**config.mk**
```make
export PLATFORM = sky130hd
export DESIGN_NAME = lb_regs
export DESIGN_NICKNAME = d
export VERILOG_FILES = /design/src/hw/trace_pkg.sv /design/src/hw/lb_regs.sv
export SDC_FILE = /design/constraint.sdc
export NUM_CORES = 1
export LEC_CHECK = 0
export BUFFER_PORTS_ARGS = -buffer_cell sky130_fd_sc_hd__buf_2
export CORE_UTILIZATION = 29
export DETAILED_ROUTE_END_ITERATION = 6
export HOLD_SLACK_MARGIN = 0.06
export PLACE_DENSITY = 0.79
export SLEW_MARGIN = 20
export SYNTH_ARGS = -nofsm -noshare
export SYNTH_HDL_FRONTEND = slang
export SYNTH_SLANG_ARGS = --single-unit
export TNS_END_PERCENT = 30
```
**constraint.sdc**
```tcl
create_clock -name fp_clk -period 2.46 [get_ports fp_clk]
set_input_delay 0.246 -clock fp_clk [delete_from_list [all_inputs] [get_ports fp_clk]]
set_output_delay 0.246 -clock fp_clk [all_outputs]
set_load 0.01 [all_outputs]
```
**src/hw/trace_pkg.sv**
```systemverilog
package trace_pkg;

   // GMII receive pins as sampled at the board edge
   typedef struct packed {
      logic [7:0] rxd;
      logic       dv;
      logic       er;
   } gmii_rx_t;

   // Local-bus command
   // A write is one strobe cycle with rd low
   typedef struct packed {
      logic [23:0] addr;
      logic [31:0] wdata;
      logic        rd;
      logic        strobe;
   } lb_cmd_t;

   // One trace sample as stored in the trace memory
   typedef struct packed {
      logic [3:0]  tag;
      logic [17:0] rsvd;
      logic        dv;
      logic        er;
      logic [7:0]  rxd;
   } trace_word_t;

   // Software configuration registers
   typedef struct packed {
      logic [3:0] power_conf;
      logic       an_bypass;
      logic       rd_hack;
      logic       nomangle;
      logic       trace_nowait;
   } ctrl_regs_t;

   // Values after reset; autonegotiation bypass starts enabled
   localparam ctrl_regs_t CTRL_RESET = '{
      power_conf:   4'h0,
      an_bypass:    1'b1,
      rd_hack:      1'b0,
      nomangle:     1'b0,
      trace_nowait: 1'b0
   };

   // Register addresses, matched against addr[7:0]
   localparam logic [7:0] ADDR_POWER  = 8'h76;
   localparam logic [7:0] ADDR_TRACE  = 8'h78;
   localparam logic [7:0] ADDR_LINK   = 8'h79;
   localparam logic [7:0] ADDR_MANGLE = 8'h7a;

   // Fixed readback text
   localparam logic [31:0] TXT_GOOD = "Good";
   localparam logic [31:0] TXT_BYE  = "bye ";
   localparam logic [31:0] TXT_WORL = "Worl";
   localparam logic [31:0] TXT_DAVI = "Davi";
   localparam logic [31:0] TXT_TAIL = {"d!", 16'h0d0a};

   // Marker nibble at the top of every trace word
   localparam logic [3:0] TRACE_TAG = 4'h4;

endpackage

```
**src/hw/lb_regs.sv**
```systemverilog
module lb_regs (
   input  logic                  fp_clk,
   input  logic                  reset,
   input  trace_pkg::lb_cmd_t    lb_cmd,
   input  logic                  trace_done,
   output trace_pkg::ctrl_regs_t ctrl,
   output logic                  trace_req
);

   logic       wr;
   logic [7:0] wr_addr;
   logic       wr_trace;

   assign wr       = lb_cmd.strobe && !lb_cmd.rd;
   assign wr_addr  = lb_cmd.addr[7:0];
   assign wr_trace = wr && (wr_addr == trace_pkg::ADDR_TRACE);

   always_ff @(posedge fp_clk) begin
      if (reset) begin
         ctrl <= trace_pkg::CTRL_RESET;
      end else if (wr) begin
         case (wr_addr)
            trace_pkg::ADDR_POWER: begin
               ctrl.power_conf <= lb_cmd.wdata[3:0];
            end
            trace_pkg::ADDR_TRACE: begin
               ctrl.trace_nowait <= lb_cmd.wdata[0];
            end
            trace_pkg::ADDR_LINK: begin
               ctrl.rd_hack   <= lb_cmd.wdata[1];
               ctrl.an_bypass <= lb_cmd.wdata[0];
            end
            trace_pkg::ADDR_MANGLE: begin
               ctrl.nomangle <= lb_cmd.wdata[0];
            end
            default: begin
               ctrl <= ctrl;
            end
         endcase
      end
   end

   // Request flag, set by software and taken down by the capture side
   always_ff @(posedge fp_clk) begin
      if (reset) begin
         trace_req <= 1'b0;
      end else begin
         if (wr_trace) begin
            trace_req <= 1'b1;
         end
         if (trace_done) begin
            trace_req <= 1'b0;
         end
      end
   end

   a_req_from_write: assert property (
      @(posedge fp_clk) disable iff (reset)
      $rose(trace_req) |-> $past(wr_trace)
   );

endmodule

```
* After elaboration in Yosys (flattened, before gate mapping)
Cells that the tools add are included.
Cells by class: eq/ne operators 4, reduce and logical (&&, ||, !) cells 8
Operator list (number):
- 8-bit by 7-bit equality test with 1-bit output, second input constant | 4
- 2-bit AND reduction | 4
- 1-bit logical AND | 2
- 2-bit OR reduction | 1
- 1-bit logical NOT | 1
Word-level totals: flip-flop bits (word level) 9, bits of input ports 61, word-level logic and storage cells 18

* Logic depth before layout (Yosys ltp)
depth after elaboration 3, gate-level depth with buffers 4

* Worst setup path after synthesis
OpenSTA, ideal clock, no wires.
path type input to register, from input lb_cmd[1] (netlist bit), to register ctrl[4] (netlist bit), library setup time 0.072 ns, data arrival time 0.997 ns, setup slack 1.391 ns, stages 4, cell sequence and4b_1 > and4_1 > buf_6 > mux2i_1
On the way: longest elaborated chain between the ends 3
RTL lines:
- start: declaration | line lb_regs.sv:4 | input trace_pkg::lb_cmd_t lb_cmd,
- 1-bit logical NOT | line lb_regs.sv:14 | assign wr = lb_cmd.strobe && !lb_cmd.rd;
- 1-bit logical AND | line lb_regs.sv:14
- 2-bit AND reduction (no source line)
- end signal: assignment | line lb_regs.sv:20 | ctrl <= trace_pkg::CTRL_RESET;
- end signal: assignment | line lb_regs.sv:37 | ctrl <= ctrl;
- end: declaration | line lb_regs.sv:6 | output trace_pkg::ctrl_regs_t ctrl,
No other way between the ends. A chain may end at the register's enable or synchronous reset.

* Final worst setup path
Ends and elaborated chain as after synthesis.

==> metrics <==
status=finished clean; Cells after Synth=44; Die X=roughly 41 um; Clock Latency Late Sink=about 260 ps; sequential cell area=between 150 and 200 sq um; Cell Area, Synth=between 400 and 500 sq um; die area=around 1700 sq um; dpl cell area=slightly below 600 sq um; FF+latch count, synth=9; part of the power in registers=50.8%; share of layout cells above drive strength 1=42.3%; unrepaired setup endpoints after global routing=false; Congestion Overflow GR=0; Port Buf Inserts=25; crit path kind=primary input to flip-flop; Lkg Pwr=~0.28 nW; post-DP HPWL=roughly 750 um; # clock sinks=9; Worst EP required=2640 ps; P&R area growth vs syn=34.6%; Yosys top cell area share=approximately 40%; mux cell area share after synthesis=roughly 18%; Worst Path Arrival=approximately 1200 ps; fmax=just under 1000 MHz; post_cts resized=0; Initial Util=between 30% and 40%; CTS tree=done; Int Power=225 uW; overall power=between 200 and 300 uW; Avg Inst Size Synth=between 10 and 15 sq um; Comb power frac=9.8%; depth of the worst register-to-register path=2; CTS hold repair buffers=0; initial antenna violation count=0; setup TNS=0 ps; simple-gate share of the synthesized area=a little under two fifths; design area=just over 600 sq um; number of global-route vias before repair=~350; slowest cell on the critical path=and4_1; iteration count of the initial detailed-routing pass=4; number of distinct library cells after synthesis=17; sw power=62.7 uW; Final Hold Vio Count=0; worst r2r src=trace_req; DRT iter0 DRCs=4; Power Density=~480 nW/um^2; Final nets=133; clock share of power=39.4%; Net Sw Frac=between 20 and 25%; Filler Cells Inserted=between 150 and 200; antenna viol nets, final=0; global-route wire length before repair=1.42 mm; GRT Overall Usage=13.3%; most area-consuming cells after synthesis=dfxtp_1, mux2i_1, nand2b_1; fin crit period=approximately 1000 ps; Antenna Cells=0; Max Root-Sink Buffers=2; root buffer cell=clkbuf_4; die height=about 41 um; core area=about 1400 sq um; compound-gate portion of the synthesized area=under 10%; post-synth net total=about 110; H-tree Lvls=1; Hold Path Class=primary input to flip-flop; Adder-Cell Fraction of Synth Area=0%; Post-route DRC=0; num rows=13; Worst path max stage delay=~350 ps; worst vdd ir=between 0.15 and 0.2 mV; slack of the critical path=~1400 ps; final setup vio count=0; FF-to-FF setup slack=1850 ps; Seq/Total Area, Yosys=between 40% and 50%; final setup skew=0 ps; IO Count=70; final WL=just over 900 um; crit start category=primary input; Final Cycle Share=41.6%; Placement Setup Slack=approximately 1200 ps; Slew Viols, Final=0; max-cap violation count=0; largest net degree at the start of global routing=15; Worst Tran Pin Value=~330 ps; Synth warnings=0; Critical Path Fanout Max=5; Worst Hold Depth=2; Slew headroom=between 70% and 80%; Hold Path Origin=trace_done; mean routed wirelength per cell=10.6 um; placed insts=82; cell taking the most area after synthesis=dfxtp_1; Worst Hold Endpoint=trace_req; Clk pin slew, worst setup/hold paths=70 ps; routability cong.=roughly 0.77; final std cells w/o fill=between 80 and 90; # Post-CTS Setup Buffers=0; footprint of the multi-input gates=about 250 sq um; CP Cell Sequence=buf_2 -> and4b_1 -> and4_1 -> mux2i_1; Vias/cell=around 4.7; Synth Area in XOR/XNOR=0%; CP Capture Type=flip-flop; total CTS buffers=3; end of the worst register-to-register path=trace_req; main combinational cell family by area after synthesis=simple AND/OR/NAND/NOR gates; total number of vias=between 400 and 500
flip-flops by register name (all words and copies together), names as in the netlist:
signal	cells
ctrl	8
trace_req	1
per-layer routing:
metal | part of all wire (%) | vias to the layer above | global-route usage (%) | routed length (um)
met5 | 0 | - | 0 | 0
met3 | 6.5 | 2 | 4.79 | 59
li1 | - | 208 | - | -
met2 | 48 | 13 | 22.3 | 436
met4 | 0.66 | 0 | 7.26 | 6
met1 | 45 | 185 | 14.5 | 406
layout by cell type, fill, tap and decap left out:
cell type  netlist  layout
and4b_1          1       1
nand2b_1        11      11
a31oi_1          1       1
nor2b_1          2       2
clkbuf_1         1       1
clkbuf_4         0       3
and4_1           1       1
mux2i_1          8       8
nand3_1          1       1
nand4_1          1       1
nor3b_1          1       1
and3b_1          1       1
dfxtp_1          9       9
and3_2           1       1
nor3_1           1       1
nor3b_4          1       1
nor2_1           2       2
buf_2            0      25
Yosys cell counts, drive strengths merged:
master  number
and3         1
mux2i        8
nand2b      11
and3b        1
nor2b        2
clkbuf       1
buf          1
nor2         2
nand3        1
a31oi        1
and4         1
and4b        1
nor3b        2
dfxtp        9
nand4        1
nor3         1
critical path: cells and delay by family:
family	cells	cell delay [ps]
buf+inv	1	90
mux	1	210
simple gates	2	650
power by group through the flow:
| stage | registers (mW) | clock network [mW] | logic (mW) |
|---|---|---|---|
| finish | 0.146 | 0.113 | 0.0283 |
| global route | 0.146 | 0.128 | 0.0314 |
| CTS | 0.146 | 0.119 | 0.0287 |
| detailed placement | 0.149 | 0 | 0.0286 |
| global placement | 0.149 | 0 | 0.0273 |
| floorplan | 0.149 | 0 | 0.0120 |
cells by family (layout without fill, tap and decap cells):
kind of cell | Yosys count | in the layout
AND/OR/NAND/NOR | 24 | 24
flip-flops | 9 | 9
multiplexers | 8 | 8
AO/OA/AOI/OAI | 1 | 1
buffers and inverters | 2 | 29
metrics by stage:
| stage | hold slack [ps] | util (%) |
|---|---|---|
| after floorplan | 325 | - |
| after global placement | 416 | 42.2 |
| after detailed placement | 419 | 42.2 |
| after CTS | 137 | 44.1 |
| after global routing | 148 | 44.1 |
| final | 146 | 44.1 |
how the worst max path moves through the flow:
| stage | start | end | slack, ps | cells past startpoint |
|---|---|---|---|---|
| finish | lb_cmd[1] | ctrl[4] | 1440 | 4 |
| detailed placement | lb_cmd[1] | ctrl[4] | 1150 | 4 |
| floorplan | lb_cmd[1] | ctrl[4] | 1390 | 4 |
| global placement | lb_cmd[1] | ctrl[7] | 1190 | 4 |
| global route | lb_cmd[1] | ctrl[4] | 1350 | 4 |
| CTS | lb_cmd[1] | ctrl[4] | 1420 | 4 |
cell type report:
type / count / area share [%]
clock buffers: 4 / 4.36
multi-input cells: 33 / 41.9
flip-flops and latches: 9 / 29.9
well taps: 15 / 3.11
repair buffers: 25 / 20.7
Note: power is estimated with default switching activity, not from simulation.
