`src/hw/trace_pkg.sv`:
```
package trace_pkg;

   // GMII receive pins as sampled at the board edge
   typedef struct packed {
      logic [7:0] rxd;
      logic       dv;
      logic       er;
   } gmii_rx_t;

   // Local-bus command
   // A write is one strobe cycle with rd low
   typedef struct packed {
      logic [23:0] addr;
      logic [31:0] wdata;
      logic        rd;
      logic        strobe;
   } lb_cmd_t;

   // One trace sample as stored in the trace memory
   typedef struct packed {
      logic [3:0]  tag;
      logic [17:0] rsvd;
      logic        dv;
      logic        er;
      logic [7:0]  rxd;
   } trace_word_t;

   // Software configuration registers
   typedef struct packed {
      logic [3:0] power_conf;
      logic       an_bypass;
      logic       rd_hack;
      logic       nomangle;
      logic       trace_nowait;
   } ctrl_regs_t;

   // Values after reset; autonegotiation bypass starts enabled
   localparam ctrl_regs_t CTRL_RESET = '{
      power_conf:   4'h0,
      an_bypass:    1'b1,
      rd_hack:      1'b0,
      nomangle:     1'b0,
      trace_nowait: 1'b0
   };

   // Register addresses, matched against addr[7:0]
   localparam logic [7:0] ADDR_POWER  = 8'h76;
   localparam logic [7:0] ADDR_TRACE  = 8'h78;
   localparam logic [7:0] ADDR_LINK   = 8'h79;
   localparam logic [7:0] ADDR_MANGLE = 8'h7a;

   // Fixed readback text
   localparam logic [31:0] TXT_GOOD = "Good";
   localparam logic [31:0] TXT_BYE  = "bye ";
   localparam logic [31:0] TXT_WORL = "Worl";
   localparam logic [31:0] TXT_DAVI = "Davi";
   localparam logic [31:0] TXT_TAIL = {"d!", 16'h0d0a};

   // Marker nibble at the top of every trace word
   localparam logic [3:0] TRACE_TAG = 4'h4;

endpackage

```
`src/hw/lb_readback.sv`:
```
module lb_readback #(
   parameter int TRACE_AW = 11
) (
   input  logic                   fp_clk,
   input  logic                   reset,
   input  trace_pkg::lb_cmd_t     lb_cmd,
   input  logic                   trace_req,
   input  trace_pkg::trace_word_t trace_rdata,
   output logic [31:0]            rd_data
);

   logic [2:0] sel;

   // Trace window is selected by addr[12], so the memory must fit below it
   if (TRACE_AW > 12) begin : g_aw_check
      $error("TRACE_AW of %0d overlaps the readback select bit", TRACE_AW);
   end

   assign sel = {lb_cmd.addr[12], lb_cmd.addr[1:0]};

   always_ff @(posedge fp_clk) begin
      if (reset) begin
         rd_data <= trace_pkg::TXT_GOOD;
      end else begin
         case (sel)
            3'd0: rd_data <= trace_pkg::TXT_GOOD;
            3'd1: rd_data <= trace_pkg::TXT_BYE;
            // Shows whether a trace request is still pending
            3'd2: rd_data <= trace_req ? trace_pkg::TXT_DAVI : trace_pkg::TXT_WORL;
            3'd3: rd_data <= trace_pkg::TXT_TAIL;
            default: rd_data <= trace_rdata;
         endcase
      end
   end

endmodule

```
`config.mk`:
```
export PLATFORM = sky130hd
export DESIGN_NAME = lb_readback
export DESIGN_NICKNAME = d
export VERILOG_FILES = /design/src/hw/trace_pkg.sv /design/src/hw/lb_readback.sv
export SDC_FILE = /design/constraint.sdc
export NUM_CORES = 1
export LEC_CHECK = 0
export BUFFER_PORTS_ARGS = -buffer_cell sky130_fd_sc_hd__buf_2
export CORE_MARGIN = 2
export CORE_UTILIZATION = 32
export CTS_BUF_LIST = sky130_fd_sc_hd__clkbuf_4 sky130_fd_sc_hd__clkbuf_8 sky130_fd_sc_hd__clkbuf_16
export DETAILED_ROUTE_END_ITERATION = 16
export GPL_ROUTABILITY_DRIVEN = 0
export PLACE_DENSITY = 0.77
export SYNTH_ARGS = -nofsm -noshare
export SYNTH_HDL_FRONTEND = slang
export SYNTH_SLANG_ARGS = --single-unit
```
`constraint.sdc`:
```
create_clock -name fp_clk -period 1.15 [get_ports fp_clk]
set_input_delay 0.23 -clock fp_clk [delete_from_list [all_inputs] [get_ports fp_clk]]
set_output_delay 0.23 -clock fp_clk [all_outputs]
set_load 0.02 [all_outputs]
```
# After elaboration in Yosys (flattened, before gate mapping)
# Index checks and enable logic that the tools add are counted.
[classes]
eq_ne = 3
muxes = 2
reduce_logical = 1
[op_table]
columns = ["operator", "count"]
rows = [
  ["$pmux 32 s4", 1],
  ["$mux 29", 1],
  ["$eq 3x2->1 const B", 2],
  ["$eq 3x1->1 const B", 1],
  ["$logic_not 3->1", 1],
]
[totals]
regBits = 32
in_bits = 93
wordCells = 7

# Logic depth before layout (Yosys ltp)
# Gate-level depths: netlist of the first run.
[depth]
word_depth = 2
mapped_depth = 5
mapped_depth_nobuf = 3

# Worst setup path before layout of the first run
# No wires, ideal clock.
[synth_timing]
path_type = "input -> register"
start = "input port lb_cmd[46] (netlist name)"
end = "register rd_data[26]"
arrival_time_ns = 0.761
required_time_ns = 1.030
setup_slack_ns = 0.268
path_stages = 4
path_cell_list = "buf_4 > buf_6 > nor3b_2 > o21bai_1"
[synth_between]
elab_chain_cells = 2
[synth_rtl]
columns = ["item", "line_no", "source"]
rows = [
  ["start: declaration", "lb_readback.sv:6", "input trace_pkg::lb_cmd_t lb_cmd,"],
  ["$eq 3x2->1, or another cell as far along", "lb_readback.sv:25", "case (sel)"],
  ["$pmux 32 s4 (*)", "lb_readback.sv:25", ""],
  ["end signal: assignment", "lb_readback.sv:26", "3'd0: rd_data <= trace_pkg::TXT_GOOD;"],
  ["end signal: assignment", "lb_readback.sv:27", "3'd1: rd_data <= trace_pkg::TXT_BYE;"],
  ["end signal: assignment", "lb_readback.sv:29", "3'd2: rd_data <= trace_req ? trace_pkg::TXT_DAVI : trace_pkg::TXT_WORL;"],
  ["end: declaration", "lb_readback.sv:9", "output logic [31:0] rd_data"],
]
# Every way passes the cells marked *; elsewhere a longest branch is shown, timed or not.
# A chain may end at the register's enable or synchronous reset.

# Worst setup path after layout of the first run
[layout_timing]
start = "register rd_data[0]"
end = "output port rd_data[0]"
[layout_rtl]
columns = ["item", "line_no", "source"]
rows = [
  ["start signal: assignment", "lb_readback.sv:23", "rd_data <= trace_pkg::TXT_GOOD;"],
  ["start signal: assignment", "lb_readback.sv:26", ""],
  ["start signal: assignment", "lb_readback.sv:27", ""],
]
# No word-level cell between the ends.

==> metrics.txt, run 1 <==
commonest cells after routing, fill and taps aside=69 x buf_2, 32 x dfxtp_1, 13 x nand2_1; final cell count without fillers=225; worst path bufs/invs=1; Pleak=0.761 nW; # setup viols final=0; I/O pin cnt=125; Final ANT Viol Nets=0; Core Area=3100 sq um; largest registers=rd_data: 32 flops; worst-path cell chain=buf_2; clock tree sinks=32; Site Rows=20; Syn Std Cell Area=1060 sq um; hold_sp=trace_rdata[16]; highest ir drop seen on vdd=649 uV; post-DR wirelength/cell=10.4 microns; Die Span Y=61.7 microns; most flop-heavy register=rd_data; nets@finish=274; status=complete, no violations; family with the most delay on the worst path=flip-flops; area post-placement=1480 sq um; GRT Overall Usage=12.6%; cts hold-fix bufs=0; Mapped Avg Cell Area=10.2 sq um; GRT overflow=0; Worst Tran Pin Value=0.280 ns; max reg flops=32; setup TNS=0 ns; most common cell after layout, fill and taps aside=buf_2; hold path endpoint=rd_data[16]$_SDFF_PP1_; Max-Cap Viols=0; CP startpoint kind=flop; root buffer cell=clkbuf_4; Netlist cell types=19; fillcell total=313; sequential area share after synthesis=60.2%; Num CTS Buffers=5; Area Overhead vs Synth=43.6%; DRC=0; Worst slew margin=81.4%; Final Hold Vio Count=0; number of global-route vias before repair=753; Final period util=90.2%; Starting Density=34.3%; RSZ-0062 raised after global routing=false; PwrDens=1370 nW/um^2; Vias/cell=4.21; Setup crit end kind=output pin; max frequency=0.964 GHz; total number of vias=948; WS Path Type=flop to output pin; finished layout cell area=1530 sq um; CP arrival=0.81 ns; first drt pass iteration count=5; Tmin final=1.04 ns; Port Buffers=69; post_cts resized=0; largest net degree at the start of global routing=11; critical path's slowest cell=dfxtp_1; 1st-iter DRT viols=26; hold path cells=2; fin. max-slew vios=0; register bit total from synthesis=32; CTS clk-pin slew, worst paths=0.09 ns; Cells after Synth=104; worst path required time=0.92 ns; Ant. Diodes=0; CTS tree=built; worst hold slack=0.0867 ns; Slowest Stage Delay on Critical Path=0.33 ns; initial antenna violation count=0; first-pass GRT wire length=3.33 mm; width of the die=61.7 microns; final WL=2.35 mm; Placed Cells=218; Die Area=3810 sq um; setup repair bufs after CTS=0; layout cells sized above 1=46.4%; Max clock buf depth=2; syn nets=197; Tightest Hold Check Type=primary input to flop; hpwl dp=1.81 mm; Crit Path Max Fanout=1; Ys Warns=0; H-Tree Depth=2
[kinds of logic after synthesis]
family                 after synthesis  share of synthesized area, %
flip-flops                          32                          60.2
AO/OA/AOI/OAI                       21                          12.7
AND/OR/NAND/NOR                     45                          23.4
buffers and inverters                5                          2.94
XOR/XNOR                             1                         0.823
[final cells by class]
cell class	instances	area [sq um]	share of cell area, %
sequential	32	641	41.9
multi-input combinational	67	393	25.7
clock inverter	1	5.00	0.327
timing repair buffer	75	390	25.5
clock buffer	6	45.0	2.95
tap	44	55.1	3.60
[report_power, final]
group / total (mW) / internal (mW) / switching [mW] / leakage [nW]
Combinational: 0.337 / 0.148 / 0.189 / 0.464
Clock: 0.581 / 0.248 / 0.333 / 0.0315
Sequential: 1.18 / 1.17 / 0.0118 / 0.265
Total: 2.10 / 1.57 / 0.534 / 0.761
[per-layer routing]
layer  wire length, microns  GRT usage, %  up-vias
li1                       -             -      490
met1                   1010          15.1      399
met2                    971          17.9       53
met3                    319          7.14        6
met4                     44          6.38        0
met5                      0             0        -
[Yosys cell counts]
master    count  area, sq um
a211o_1       2         17.5
a21o_1        5         37.5
a21oi_1       9         45.0
and2_1        6         37.5
and2b_1       1         7.51
buf_2         1         5.00
buf_4         1         7.51
buf_6         1         11.3
clkbuf_1      2         7.51
dfxtp_1      32          641
nand2_1      13         48.8
nand2b_1     10         62.6
nor2_1        7         26.3
nor2b_1       5         31.3
nor3b_2       2         25.0
nor4bb_1      1         10.0
o21ai_0       1         5.00
o21bai_1      4         30.0
xor2_1        1         8.76
[metrics by stage]
step / setup slack [ns] / power [mW] / util [%]
2_1_floorplan: 0.268 / 1.40 / -
3_3_place_gp: 0.0790 / 1.55 / 47.7
3_5_place_dp: 0.0844 / 1.55 / 47.7
4_1_cts: 0.0835 / 2.14 / 49.3
5_1_grt: 0.0497 / 2.24 / 49.3
6_report: 0.112 / 2.10 / 49.3
[worst max-delay path by stage]
stage	slack, ns	cells after the start	end	startpoint
final	0.11	1	rd_data[0]	rd_data[0]$_SDFF_PP0_
after global placement	0.08	4	rd_data[22]$_SDFF_PP1_	lb_cmd[34]
after floorplan	0.27	4	rd_data[26]$_SDFF_PP1_	lb_cmd[46]
after detailed placement	0.08	4	rd_data[5]$_SDFF_PP1_	lb_cmd[34]
after CTS	0.08	1	rd_data[0]	rd_data[0]$_SDFF_PP0_
after global routing	0.05	1	rd_data[0]	rd_data[0]$_SDFF_PP0_
(Power assumes the default switching activity.)
==> run 2: changes to the inputs <==
CORE_MARGIN = 4   (was 2)
REMOVE_ABC_BUFFERS = 1   (was not set)
==> run 2 against run 1 <==
Maximum frequency decreased by 1.4%. Via count increased by 1.9%. Critical path depth unchanged. Cell count increased by 0.89%. Worst hold slack got worse by 0.012 ns. Sequential share of layout area decreased by 1.4 points. Sequential power about the same. Final area increased by 3.4%. Critical path type unchanged. Largest power group unchanged.
==> metrics.txt, run 2 (synthesis results as in run 1) <==
status=complete, no violations; root buffer cell=clkbuf_4; Ant. Diodes=0 (unchanged); finished layout cell area=1580 sq um (+3.4%); 1st-iter DRT viols=36 (+38%); I/O pin cnt=125 (unchanged); most flop-heavy register=rd_data; WS Path Type=flop to output pin; width of the die=65.7 microns (+6.5%); fin. max-slew vios=0 (unchanged); Slowest Stage Delay on Critical Path=0.33 ns (about the same); fillcell total=303 (-3.2%); post-DR wirelength/cell=11.3 microns (+8.3%); Area Overhead vs Synth=48.5%; Core Area=3130 sq um (+0.81%); worst path required time=0.92 ns (about the same); Num CTS Buffers=5 (unchanged); largest net degree at the start of global routing=15 (+4); Die Area=4310 sq um (+13%); Final period util=91.5% (+1.3 points); Vias/cell=4.26 (+1.0%); GRT Overall Usage=13.2% (+0.65 points); Max clock buf depth=2 (unchanged); Setup crit end kind=output pin; worst-path cell chain=buf_2; area post-placement=1490 sq um (+0.51%); Crit Path Max Fanout=1 (unchanged); hold_sp=trace_rdata[30]; Die Span Y=65.7 microns (+6.5%); worst hold slack=0.0745 ns (-0.0122 ns); # setup viols final=0 (unchanged); hpwl dp=2.00 mm (+11%); Max-Cap Viols=0 (unchanged); max reg flops=32 (unchanged); cts hold-fix bufs=0 (unchanged); Site Rows=20 (unchanged); clock tree sinks=32 (unchanged); first drt pass iteration count=4 (-1); largest registers=rd_data: 32 flops; max frequency=0.950 GHz (-1.4%); worst path bufs/invs=1 (unchanged); CP startpoint kind=flop; highest ir drop seen on vdd=483 uV (-26%); final WL=2.57 mm (+9.3%); number of global-route vias before repair=952 (+26%); Worst Tran Pin Value=0.317 ns (+0.0369 ns); Port Buffers=69 (unchanged); Worst slew margin=78.9% (-2.5 points); setup repair bufs after CTS=0 (unchanged); Pleak=0.786 nW (+3.3%); layout cells sized above 1=47.0% (+0.59 points); GRT overflow=0 (unchanged); FF/Latch Area=641 sq um (unchanged); worst setup path start=rd_data[8]$_SDFF_PP1_; footprint of the multi-input gates=393 sq um (unchanged); CP arrival=0.82 ns (about the same); CTS clk-pin slew, worst paths=0.10 ns (about the same); commonest cells after routing, fill and taps aside=69 x buf_2, 32 x dfxtp_1, 13 x nand2_1; DRC=0 (unchanged); setup TNS=0 ns (unchanged); H-Tree Depth=2 (unchanged); first-pass GRT wire length=4.22 mm (+27%); CTS tree=built; Final Hold Vio Count=0 (unchanged); Final ANT Viol Nets=0 (unchanged); RSZ-0062 raised after global routing=false; nets@finish=275 (+0.36%); post_cts resized=0 (unchanged); Tmin final=1.05 ns (+0.0152 ns); PwrDens=1560 nW/um^2 (+14%); most common cell after layout, fill and taps aside=buf_2; Tightest Hold Check Type=primary input to flop; Starting Density=34.0% (-0.27 points); family with the most delay on the worst path=flip-flops; critical path's slowest cell=dfxtp_1; initial antenna violation count=0 (unchanged); total number of vias=966 (+1.9%)
run 2: changes by cell type in the layout (fill, tap and decap cells not counted):
cell       previous run  this run
clkinv_2              1         0
clkbuf_4              6         5
clkbuf_8              0         2
bufinv_16             0         1
buf_4                 6         7
run 2: worst paths after layout:
check	end	slack, ns	depth (start not counted)
worst max-delay path	rd_data[8]	0.1	1
worst min-delay path	rd_data[30]$_SDFF_PP1_	0.07	2
run 2: final cells by class:
cell class | instances | area share, %
timing repair buffer | 76 | 25.2
clock inverter | 1 | 1.90
tap | 44 | 3.48
sequential | 32 | 40.5
multi-input combinational | 67 | 24.8
clock buffer | 7 | 4.11
run 2: metal layers:
metal | vias up | routed length [microns] | GRT usage (%)
li1 | 493 | - | -
met1 | 422 | 1010 | 13.7
met2 | 46 | 1210 | 22.3
met3 | 5 | 314 | 6.32
met4 | 0 | 34 | 6.22
met5 | - | 0 | 0
run 2: report_power, final:
part	switching [mW]	total (mW)	internal (mW)
clock	0.371	0.948	0.577
combinational	0.192	0.342	0.150
sequential	0.0128	1.18	1.17
run 2: metrics by stage:
step	util, %	std cells	total power [mW]	worst slack (ns)
floorplan	-	99	1.37	0.367
detailed placement	47.5	219	1.56	0.0841
CTS	50.6	227	2.51	0.0828
global route	50.6	227	2.61	0.0305
finish	50.6	227	2.47	0.0973
global placement	47.5	219	1.55	0.0919
