`src/hw/trace_pkg.sv`:
```
package trace_pkg;

   // GMII receive pins as sampled at the board edge
   typedef struct packed {
      logic [7:0] rxd;
      logic       dv;
      logic       er;
   } gmii_rx_t;

   // Local-bus command
   // A write is one strobe cycle with rd low
   typedef struct packed {
      logic [23:0] addr;
      logic [31:0] wdata;
      logic        rd;
      logic        strobe;
   } lb_cmd_t;

   // One trace sample as stored in the trace memory
   typedef struct packed {
      logic [3:0]  tag;
      logic [17:0] rsvd;
      logic        dv;
      logic        er;
      logic [7:0]  rxd;
   } trace_word_t;

   // Software configuration registers
   typedef struct packed {
      logic [3:0] power_conf;
      logic       an_bypass;
      logic       rd_hack;
      logic       nomangle;
      logic       trace_nowait;
   } ctrl_regs_t;

   // Values after reset; autonegotiation bypass starts enabled
   localparam ctrl_regs_t CTRL_RESET = '{
      power_conf:   4'h0,
      an_bypass:    1'b1,
      rd_hack:      1'b0,
      nomangle:     1'b0,
      trace_nowait: 1'b0
   };

   // Register addresses, matched against addr[7:0]
   localparam logic [7:0] ADDR_POWER  = 8'h76;
   localparam logic [7:0] ADDR_TRACE  = 8'h78;
   localparam logic [7:0] ADDR_LINK   = 8'h79;
   localparam logic [7:0] ADDR_MANGLE = 8'h7a;

   // Fixed readback text
   localparam logic [31:0] TXT_GOOD = "Good";
   localparam logic [31:0] TXT_BYE  = "bye ";
   localparam logic [31:0] TXT_WORL = "Worl";
   localparam logic [31:0] TXT_DAVI = "Davi";
   localparam logic [31:0] TXT_TAIL = {"d!", 16'h0d0a};

   // Marker nibble at the top of every trace word
   localparam logic [3:0] TRACE_TAG = 4'h4;

endpackage

```
`src/hw/rx_trace_front.sv`:
```
module rx_trace_front (
   input  logic                   fp_clk,
   input  logic                   reset,
   input  trace_pkg::gmii_rx_t    gmii_rx,
   output trace_pkg::trace_word_t trace_in,
   output logic                   trig
);

   // Pins registered once, as they would be in the IOB
   trace_pkg::gmii_rx_t    rx_q;
   trace_pkg::trace_word_t word_new;
   trace_pkg::trace_word_t word_d1;
   trace_pkg::trace_word_t word_d2;

   always_ff @(posedge fp_clk) begin
      if (reset) begin
         rx_q <= '0;
      end else begin
         rx_q <= gmii_rx;
      end
   end

   // Trace word built from the registered pins
   always_comb begin
      word_new      = '0;
      word_new.tag  = trace_pkg::TRACE_TAG;
      word_new.dv   = rx_q.dv;
      word_new.er   = rx_q.er;
      word_new.rxd  = rx_q.rxd;
   end

   // Two-deep history; the older word is what gets stored,
   // so the trace shows the sample before the trigger as well
   always_ff @(posedge fp_clk) begin
      if (reset) begin
         word_d1 <= '0;
         word_d2 <= '0;
      end else begin
         word_d1 <= word_new;
         word_d2 <= word_d1;
      end
   end

   assign trace_in = word_d2;

   // Any change of rxd or er across two samples fires the trigger
   assign trig = {word_new.er, word_new.rxd} != {word_d2.er, word_d2.rxd};

endmodule

```
`config.mk`:
```
export PLATFORM = sky130hd
export DESIGN_NAME = rx_trace_front
export DESIGN_NICKNAME = d
export VERILOG_FILES = /design/src/hw/trace_pkg.sv /design/src/hw/rx_trace_front.sv
export SDC_FILE = /design/constraint.sdc
export NUM_CORES = 1
export LEC_CHECK = 0
export BUFFER_PORTS_ARGS = -buffer_cell sky130_fd_sc_hd__buf_2
export CAP_MARGIN = 25
export CORE_MARGIN = 2
export CORE_UTILIZATION = 49
export CTS_CLUSTER_SIZE = 16
export DETAILED_ROUTE_END_ITERATION = 8
export PLACE_DENSITY = 0.81
export SYNTH_ARGS = -nofsm -noshare
export SYNTH_HDL_FRONTEND = slang
export SYNTH_SLANG_ARGS = --single-unit
```
`constraint.sdc`:
```
create_clock -name fp_clk -period 1.75 [get_ports fp_clk]
set_input_delay 0.2625 -clock fp_clk [delete_from_list [all_inputs] [get_ports fp_clk]]
set_output_delay 0.2625 -clock fp_clk [all_outputs]
set_load 0.02 [all_outputs]
```
# Word level (Yosys, flattened, before mapping)
# Cells that the tools add are included.
op_classes:
  eq_ne: 1
  muxes: 1
ops:
  columns: ["op", "n"]
  rows:
  - ["$mux 31", 1]
  - ["$ne 9x9->1", 1]
word_totals:
  reg_bits: 74
  inputBits: 12
  out_inout_bits: 33
  elab_cells: 15

# Logic depth before layout (Yosys ltp)
# Gate-level depths: netlist (run 1).
depth:
  word_depth: 1
  depth_mapped: 3
  mapped_depth_nobuf: 3

# Least setup slack after synthesis (run 1)
# No wires, ideal clock.
synth_path:
  kind: "register to output"
  start: "register word_d2, in the netlist trace_in[1]"
  end: "output trig"
  t_arrival_ns: 1.048
  t_required_ns: 1.487
  slack_ns: 0.439
  path_stages_with_launch: 4
  path_buffers: 0
  path_cell_list: "dfxtp_1 -> xor2_1 -> nor4_1 -> nand4_1"
synth_via:
  elab_chain_len: 1
synth_lines:
  columns: ["element", "line_no", "rtl"]
  rows:
  - ["start, declared", "rx_trace_front.sv:13", "trace_pkg::trace_word_t word_d2;"]
  - ["start signal, assigned", "rx_trace_front.sv:40", "word_d2 <= word_d1;"]
  - ["$ne 9x9->1", "rx_trace_front.sv:47", "assign trig = {word_new.er, word_new.rxd} != {word_d2.er, word_d2.rxd};"]
  - ["end, declared", "rx_trace_front.sv:6", "output logic trig"]
# No other way between the ends.

# Final worst setup path (run 1)
layout_path:
  start: "register rx_q[3] (netlist bit)"
  end: "output trig"
layout_via:
  elab_chain_len: 1
layout_lines:
  columns: ["element", "line_no", "rtl"]
  rows:
  - ["start, declared", "rx_trace_front.sv:10", "trace_pkg::gmii_rx_t rx_q;"]
  - ["start signal, assigned", "rx_trace_front.sv:19", "rx_q <= gmii_rx;"]
  - ["$ne 9x9->1", "rx_trace_front.sv:47", null]
# No other way between the ends.

==> metrics.cfg, run 1 <==
[clocking]
clockRootBuffer = clkbuf_4
cts.path.max_buffers = 2
clk_latency_ns = 0.32
cts_setup_buffers = 0
cts_buffers = 5
cts_tree = built
cts.htree.levels = 2
cts_sinks = 32
path_clk_slew_ns = 0.10

[timing]
finalMaxSlewViolations = 0
maxSlewHeadroom = 0.645
finalCritPeriodShare = 0.928
fin_crit_ns = 1.62
rsz0062_at_grt = yes
max_freq_mhz = 616
final-setup-viol-count = 0
worst_pin_slew_ns = 0.532
fin_skew_ns = 0.0113
setup_ws_ns = 0.125
hold_viol = 0

[finish]
final_area_um2 = 1250
num_antenna_cells = 0
syn_to_final_growth_pct = 12.1
fin_cells = 156
post-route-util = 0.576
drive_gt1_frac = 0.258
fillerInstances = 204
layout.nets = 139

[worst_setup_path]
cp_data_arrival_time_ns = 1.36
rr_startpoint = rx_q[6]
cp_num_buf_inv = 1
path_class = reg2out
cpPeakStageDelay_ns = 0.33
rr_worst_depth = 1
critical-path-top-delay-family = simple AND/OR/NAND/NOR gates
cp-start-kind = register
r2r_slack_ns = 1.17
r2r_end = word_d1[4]
end_kind = primary output
critPathRequiredTime_ns = 1.49
cp_cell_sequence = xor2_1 > nor4_2 > nand4_1 > buf_2
slowest_stage = dfxtp_1
crit_fanout = 2

[place]
place_ws_ns = 0.443
gp_congestion = 0.633
port_buffers = 23
placed_cell_area_um2 = 1170
place_hpwl_mm = 1.03
placed_cells_incl_taps = 148

[detailed_routing]
wl_per_cell_um = 9.53
routed_wl_mm = 1.49
drt_iter0_drc = 7
vias = 610
drc_errors = 0
ant_nets = 0
drt_first_pass_iters = 4
vias_per_cell = 3.91

[logic_synthesis]
netlist_instances = 101
netlist.area_leader.share = 0.575
synthesis.area_um2 = 1110
syn_avg_cell_area_um2 = 11.0
synth_largest_area_cell = dfxtp_1
synth_seq_cells = 32
synth.distinct_cells = 12
ys_seq_area_frac = 0.575
synth_warnings = 0
synth_area_leaders = dfxtp_1 58%, nor2b_1 17%, buf_4 14%, xor2_1 5.5%, xnor2_1 1.6%

[floorplanning]
start_util = 0.513
fp.dieW_um = 51.7
ios = 45
rows = 17
core-area_um2 = 2170
die_h_um = 51.7
floorplan.die_area_um2 = 2670

[global_routing]
grt_max_degree = 33
grt_pass1_vias = 560
grt_overflow_total = 0
grtUsageTotal = 0.137
grt_pass1_wl_mm = 2.38
antenna_found_initial = 0

[power_and_ir_drop]
ir_drop_v = 0.00115
p_leak_nw = 0.610
powerDensity_nw_per_um2 = 1140
fin_total_pwr_w = 0.00142

[hold_path]
holdPathEnd = rx_q[5]
holdPathStages = 2
min_path_type = in2reg
min_from = gmii_rx[5]

[run_status]
outcome = completed

[job]
maxCapViolCount = 0

[what timing repair did]
item / in CTS / in global routing
setup endpoints to repair: 0 / 1
hold buffers: 0 / 0
gates resized for setup: 0 / 1
[layout by cell type (no fill, tap or decap), drive strengths merged]
cell	count
nor2b	31
clkbuf	6
bufinv	1
xor2	7
nand4	1
inv	1
dfxtp	32
xnor2	2
buf	23
clkinv	1
nor4	1
conb	21
nor3	1
[power by group]
group / switching (W) / internal [W] / total, W
clock network: 0.000235 / 0.000299 / 0.000535
logic: 0.0000790 / 0.0000396 / 0.000119
registers: 0.0000131 / 0.000758 / 0.000771
[metal layers]
| layer | up-vias | part of all wire | track usage |
|---|---|---|---|
| li1 | 315 | - | - |
| met1 | 263 | 0.42 | 0.138 |
| met2 | 30 | 0.47 | 0.201 |
| met3 | 2 | 0.090 | 0.0948 |
| met4 | 0 | 0.013 | 0.0921 |
| met5 | - | 0 | 0 |
[metrics by stage]
step	setup TNS (ns)	hold WS [ns]
after floorplan	0	0.334
after global placement	0	0.418
after detailed placement	0	0.424
after CTS	0	0.117
after global routing	-0.00154	0.135
final	0	0.143
[logic make-up after synthesis]
family        after synthesis  synth area share
xor+xnor                    9            0.0708
buf+inv                    25             0.158
flops                      32             0.575
other cells                 1           0.00337
simple gates               34             0.192
[cells in the mapped netlist]
library cell	instances
buf_2	3
buf_4	21
conb_1	1
dfxtp_1	32
inv_2	1
nand4_1	1
nor2b_1	30
nor2b_2	1
nor3_1	1
nor4_1	1
xnor2_1	2
xor2_1	7
[worst max-delay path by stage]
stage / end / start / slack, ns / cells after the start
2_1_floorplan: trig / trace_in[1] / 0.44 / 3
3_3_place_gp: trig / rx_q[3] / 0.47 / 4
3_5_place_dp: trig / trace_in[3] / 0.44 / 4
4_1_cts: trig / rx_q[3] / 0.06 / 4
5_1_grt: trig / rx_q[3] / -0.002 / 4
6_report: trig / rx_q[3] / 0.13 / 4
[flip-flops by register name (all words and copies together) (netlist names)]
name and count:
word_d1 11, trace_in 11, rx_q 10
[area by class of cell]
type / instances / area [um^2] / area share
flip-flops and latches: 32 / 641 / 0.513
repair buffers: 23 / 115 / 0.0922
well taps: 28 / 35.0 / 0.0281
clock buffers: 6 / 41.3 / 0.0331
clock inverters: 2 / 35.0 / 0.0281
multi-input cells: 64 / 378 / 0.303
inverters: 1 / 3.75 / 0.00301
(Power assumes the default switching activity.)
==> run 2: changes to the inputs <==
Settings changed: GPL_TIMING_DRIVEN set to 0.
==> run 2 against run 1 <==
Against the previous run: utilization grew 7.5 points; non-clock buffer count up 24; die area stayed put; sequential power about the same.
==> metrics.cfg, run 2 (synthesis results as in run 1) <==
[clocking]
cts.htree.levels = 2  ; unchanged
cts.path.max_buffers = 2  ; unchanged
clk_latency_ns = 0.32  ; about the same
holdBufCountCts = 0  ; unchanged
path_clk_slew_ns = 0.11  ; about the same
cts_sinks = 32  ; unchanged
clockRootBuffer = clkbuf_4
cts_tree = built
cts_buffers = 5  ; unchanged

[timing]
fin_crit_ns = 1.66  ; +0.0351 ns
max_freq_mhz = 603  ; -2.1%
fin_skew_ns = 0.0139  ; +0.00262 ns
finalMaxSlewViolations = 0  ; unchanged
setup_ws_ns = 0.0903  ; -0.0351 ns
finalCritPeriodShare = 0.948  ; +0.0200
hold_viol = 0  ; unchanged
rsz0062_at_grt = yes
final-setup-viol-count = 0  ; unchanged

[finish]
mostFrequentLayoutCell = dfxtp_1
layout.nets = 163  ; +17%
post-route-util = 0.651  ; +0.0750
fillerInstances = 188  ; -7.8%
num_antenna_cells = 0  ; unchanged
mostFrequentLayoutCells = 32 x dfxtp_1, 30 x nor2b_1, 26 x buf_2, 21 x buf_4, 21 x conb_1
drive_gt1_frac = 0.382  ; +0.124
fin_cells = 180  ; +15%
syn_to_final_growth_pct = 26.7

[worst_setup_path]
cp-start-kind = register
crit_start = rx_q[3]
rr_startpoint = rx_q[3]
end_kind = primary output
crit_fanout = 2  ; unchanged
path_class = reg2out
critPathRequiredTime_ns = 1.49  ; about the same
cp_data_arrival_time_ns = 1.40  ; +0.04 ns

[power_and_ir_drop]
powerDensity_nw_per_um2 = 971  ; -15%
p_leak_nw = 0.725  ; +19%
fin_total_pwr_w = 0.00137  ; -3.8%
ir_drop_v = 0.000758  ; -34%

[floorplanning]
floorplan.die_area_um2 = 2670  ; unchanged
die_h_um = 51.7  ; unchanged
fp.dieW_um = 51.7  ; unchanged
ios = 45  ; unchanged
core-area_um2 = 2170  ; unchanged
start_util = 0.513  ; unchanged
rows = 17  ; unchanged

[global_routing]
grt_overflow_total = 0  ; unchanged
grt_max_degree = 12  ; -64%
grt_pass1_wl_mm = 2.48  ; +4.1%
grtUsageTotal = 0.135  ; -0.00168
grt_pass1_vias = 587  ; +4.8%
antenna_found_initial = 0  ; unchanged

[detailed_routing]
vias = 701  ; +15%
drc_errors = 0  ; unchanged
wl_per_cell_um = 9.11  ; -4.5%
drt_iter0_drc = 3  ; -4
routed_wl_mm = 1.64  ; +10%
ant_nets = 0  ; unchanged
drt_first_pass_iters = 3  ; -1
vias_per_cell = 3.89  ; -0.40%

[place]
port_buffers = 23  ; unchanged
placed_cells_incl_taps = 172  ; +16%
gp_congestion = 0.716  ; +13%
place_ws_ns = 0.388  ; -0.0552 ns
place_hpwl_mm = 1.26  ; +23%

[job]
maxCapViolCount = 0  ; unchanged

[run_status]
outcome = completed

[hold_path]
min_from = gmii_rx[2]
min_path_type = in2reg

-- run 2: layer usage --
| metal | GRT usage | share of wire |
|---|---|---|
| met5 | 0 | 0 |
| met4 | 0.0658 | 0.013 |
| met3 | 0.0805 | 0.085 |
| met2 | 0.231 | 0.51 |
| met1 | 0.128 | 0.39 |
-- run 2: timing repair --
item                                    in CTS  in global routing
resized for setup                            0                  1
setup buffers                                0                  0
endpoints found under the setup margin       0                  1
-- run 2: worst max-delay path, stage by stage (launching register included) --
cell	delay, ns
dfxtp_1	0.33
xor2_1	0.16
nor4_2	0.29
nand4_1	0.13
buf_2	0.17
-- run 2: power breakdown --
| part | leakage (nW) | switching [W] | internal [W] |
|---|---|---|---|
| logic | 0.431 | 0.0000872 | 0.0000731 |
| clock network | 0.0305 | 0.000244 | 0.000195 |
| registers | 0.264 | 0.0000135 | 0.000758 |
| total | 0.725 | 0.000345 | 0.00103 |
-- run 2: final cells by class --
class                      instances  area [um^2]  share of cell area
sequential                        32          641               0.454
multi-input combinational         64          378               0.268
buffer                            24          173               0.122
timing repair buffer              23          115              0.0816
clock buffer                       6         51.3              0.0363
tap                               28         35.0              0.0248
clock inverter                     2         15.0              0.0106
inverter                           1         3.75             0.00266
-- run 2: through the flow --
| step | instance area [um^2] | TNS [ns] | hold slack (ns) |
|---|---|---|---|
| 4_1_cts | 1410 | 0 | 0.128 |
| 3_5_place_dp | 1340 | 0 | 0.429 |
| 3_3_place_gp | 1340 | 0 | 0.418 |
| 5_1_grt | 1410 | -0.0355 | 0.123 |
| 6_report | 1410 | 0 | 0.137 |
| 2_1_floorplan | 1190 | 0 | 0.334 |
-- run 2: path summary, 6_finish.rpt --
| check | to | slack [ns] | cells after the start |
|---|---|---|---|
| min | rx_q[2] | 0.14 | 2 |
| max | trig | 0.09 | 4 |
| min reg2reg | trace_in[6] | 0.43 | 1 |
| max reg2reg | word_d1[1] | 1.18 | 1 |
==> run 3: changes to the inputs <==
Settings changed: PLACE_DENSITY 0.81 to 0.9.
==> run 3 against run 2 <==
Against the previous run: count of clock-buffer cells in the layout rose by 1; routed wire length decreased by 2.1%; via count is 2.1% higher; non-clock buffer count stayed put; utilization down 0.058 points; critical path depth unchanged; worst hold slack better by 0.0057 ns; clock skew down 0.0070 ns.
==> metrics.cfg, run 3 (synthesis results as in run 1) <==
[detailed_routing]
vias = 716  ; +2.1%
drc_errors = 0  ; unchanged
vias_per_cell = 4.00  ; +2.7%
drt_first_pass_iters = 4  ; +1
wl_per_cell_um = 8.96  ; -1.6%
ant_nets = 0  ; unchanged
routed_wl_mm = 1.60  ; -2.1%
drt_iter0_drc = 8  ; +5

[timing]
fin_tns_setup_ns = 0  ; unchanged
final-setup-viol-count = 0  ; unchanged
max_freq_mhz = 598  ; -0.73%
holdWs_ns = 0.142  ; +0.00566 ns
finalCritPeriodShare = 0.955  ; +0.00693
fin_crit_ns = 1.67  ; +0.0121 ns
hold_viol = 0  ; unchanged
fin_skew_ns = 0.00692  ; -0.00703 ns
rsz0062_at_grt = yes
finalMaxSlewViolations = 0  ; unchanged
setup_ws_ns = 0.0782  ; -0.0121 ns

[clocking]
path_clk_slew_ns = 0.09  ; -0.02 ns
cts_tree = built
holdBufCountCts = 0  ; unchanged
cts.htree.levels = 2  ; unchanged
cts_setup_buffers = 0  ; unchanged
clk_latency_ns = 0.32  ; about the same
cts_buffers = 5  ; unchanged
cts_sinks = 32  ; unchanged
cts.path.max_buffers = 2  ; unchanged
clockRootBuffer = clkbuf_4

[hold_path]
min_from = reset
min_path_type = in2reg
holdPathEnd = rx_q[8]
holdPathStages = 2  ; unchanged

[global_routing]
grt_pass1_vias = 665  ; +13%
grt_pass1_wl_mm = 2.70  ; +8.9%
antenna_found_initial = 0  ; unchanged
grt_max_degree = 11  ; -1
grtUsageTotal = 0.146  ; +0.0109
grt_overflow_total = 0  ; unchanged

[finish]
drive_gt1_frac = 0.377  ; -0.00410
mostFrequentLayoutCell = dfxtp_1
fillerInstances = 189  ; +0.53%
post-route-util = 0.650  ; about the same
mostFrequentLayoutCells = 32 x dfxtp_1, 30 x nor2b_1, 26 x buf_2, 21 x buf_4, 21 x conb_1
layout.nets = 163  ; unchanged
num_antenna_cells = 0  ; unchanged
syn_to_final_growth_pct = 26.6  ; about the same

[place]
gp_congestion = 0.659  ; -8.0%
place_ws_ns = 0.336  ; -0.0526 ns
port_buffers = 23  ; unchanged
place_hpwl_mm = 1.29  ; +2.0%

[worst_setup_path]
r2r_slack_ns = 1.19  ; about the same
crit_fanout = 2  ; unchanged
rr_worst_depth = 1  ; unchanged
cp-start-kind = register
slowest_stage = dfxtp_1
cp_cell_sequence = xor2_1 > nor4_2 > nand4_1 > buf_2
end_kind = primary output
r2r_end = word_d1[1]
cpPeakStageDelay_ns = 0.33  ; about the same
rr_startpoint = rx_q[3]
path_class = reg2out
cp_data_arrival_time_ns = 1.41  ; about the same
critPathRequiredTime_ns = 1.49  ; about the same
cp_num_buf_inv = 1  ; unchanged
critical-path-top-delay-family = simple AND/OR/NAND/NOR gates

[power_and_ir_drop]
pwr-share-seq = 0.558  ; -0.005
clkPwrFrac = 0.326  ; +0.006
p_leak_nw = 0.732  ; +0.95%
powerDensity_nw_per_um2 = 980  ; +0.88%
p_sw_frac = 0.234  ; -0.0176
p_comb_frac = 0.116  ; about the same
ir_drop_v = 0.000759  ; about the same
p_int_w = 0.00106  ; +3.2%
switching_power_w = 0.000323  ; -6.3%

[floorplanning]
rows = 17  ; unchanged
die_h_um = 51.7  ; unchanged
start_util = 0.513  ; unchanged
ios = 45  ; unchanged
floorplan.die_area_um2 = 2670  ; unchanged
core-area_um2 = 2170  ; unchanged
fp.dieW_um = 51.7  ; unchanged

[run_status]
outcome = completed

[job]
maxCapViolCount = 0  ; unchanged

-- run 3: changes by cell type in the layout (fill, tap and decap cells not counted), sizes merged --
cell      delta
clkbuf       +1
clkinvlp     -2
-- run 3: area by class of cell --
class,count,area (um^2),area share
inverters,1,3.75,0.00266
multi-input cells,64,378,0.268
repair buffers,23,115,0.0816
flip-flops and latches,32,641,0.454
plain buffers,24,173,0.122
clock buffers,7,65.1,0.0461
well taps,28,35.0,0.0248
-- run 3: power groups by stage --
stage / combinational (W) / clock (W) / sequential (W)
final: 0.000160 / 0.000451 / 0.000771
after global routing: 0.000176 / 0.000499 / 0.000774
after CTS: 0.000161 / 0.000468 / 0.000771
after detailed placement: 0.000158 / 0 / 0.000788
after global placement: 0.000154 / 0 / 0.000787
after floorplan: 0.000119 / 0 / 0.000794
-- run 3: worst max-delay path by stage --
stage,from,end,slack [ns],cells past startpoint
floorplan,trace_in[1],trig,0.44,3
global placement,rx_q[3],trig,0.41,4
detailed placement,rx_q[3],trig,0.34,4
CTS,rx_q[3],trig,0.02,4
global route,trace_in[4],trig,-0.06,4
finish,trace_in[4],trig,0.08,4
-- run 3: through the flow --
stage                     total power [W]  std cells  area (um^2)
after floorplan                  0.000913        121         1190
after global placement           0.000940        172         1340
after detailed placement         0.000946        172         1340
after CTS                         0.00140        179         1410
after global routing              0.00145        179         1410
final                             0.00138        179         1410
-- run 3: per-layer routing --
| layer | up-vias | global-route usage | routed length [um] |
|---|---|---|---|
| li1 | 363 | - | - |
| met1 | 316 | 0.155 | 656 |
| met2 | 35 | 0.233 | 770 |
| met3 | 2 | 0.0690 | 165 |
| met4 | 0 | 0.0921 | 12 |
| met5 | - | 0 | 0 |
-- run 3: timing repair --
action / in CTS / in global routing
pin swaps: 0 / 2
cloned: 0 / 0
setup endpoints to repair: 1 / 1
resized for setup: 1 / 0
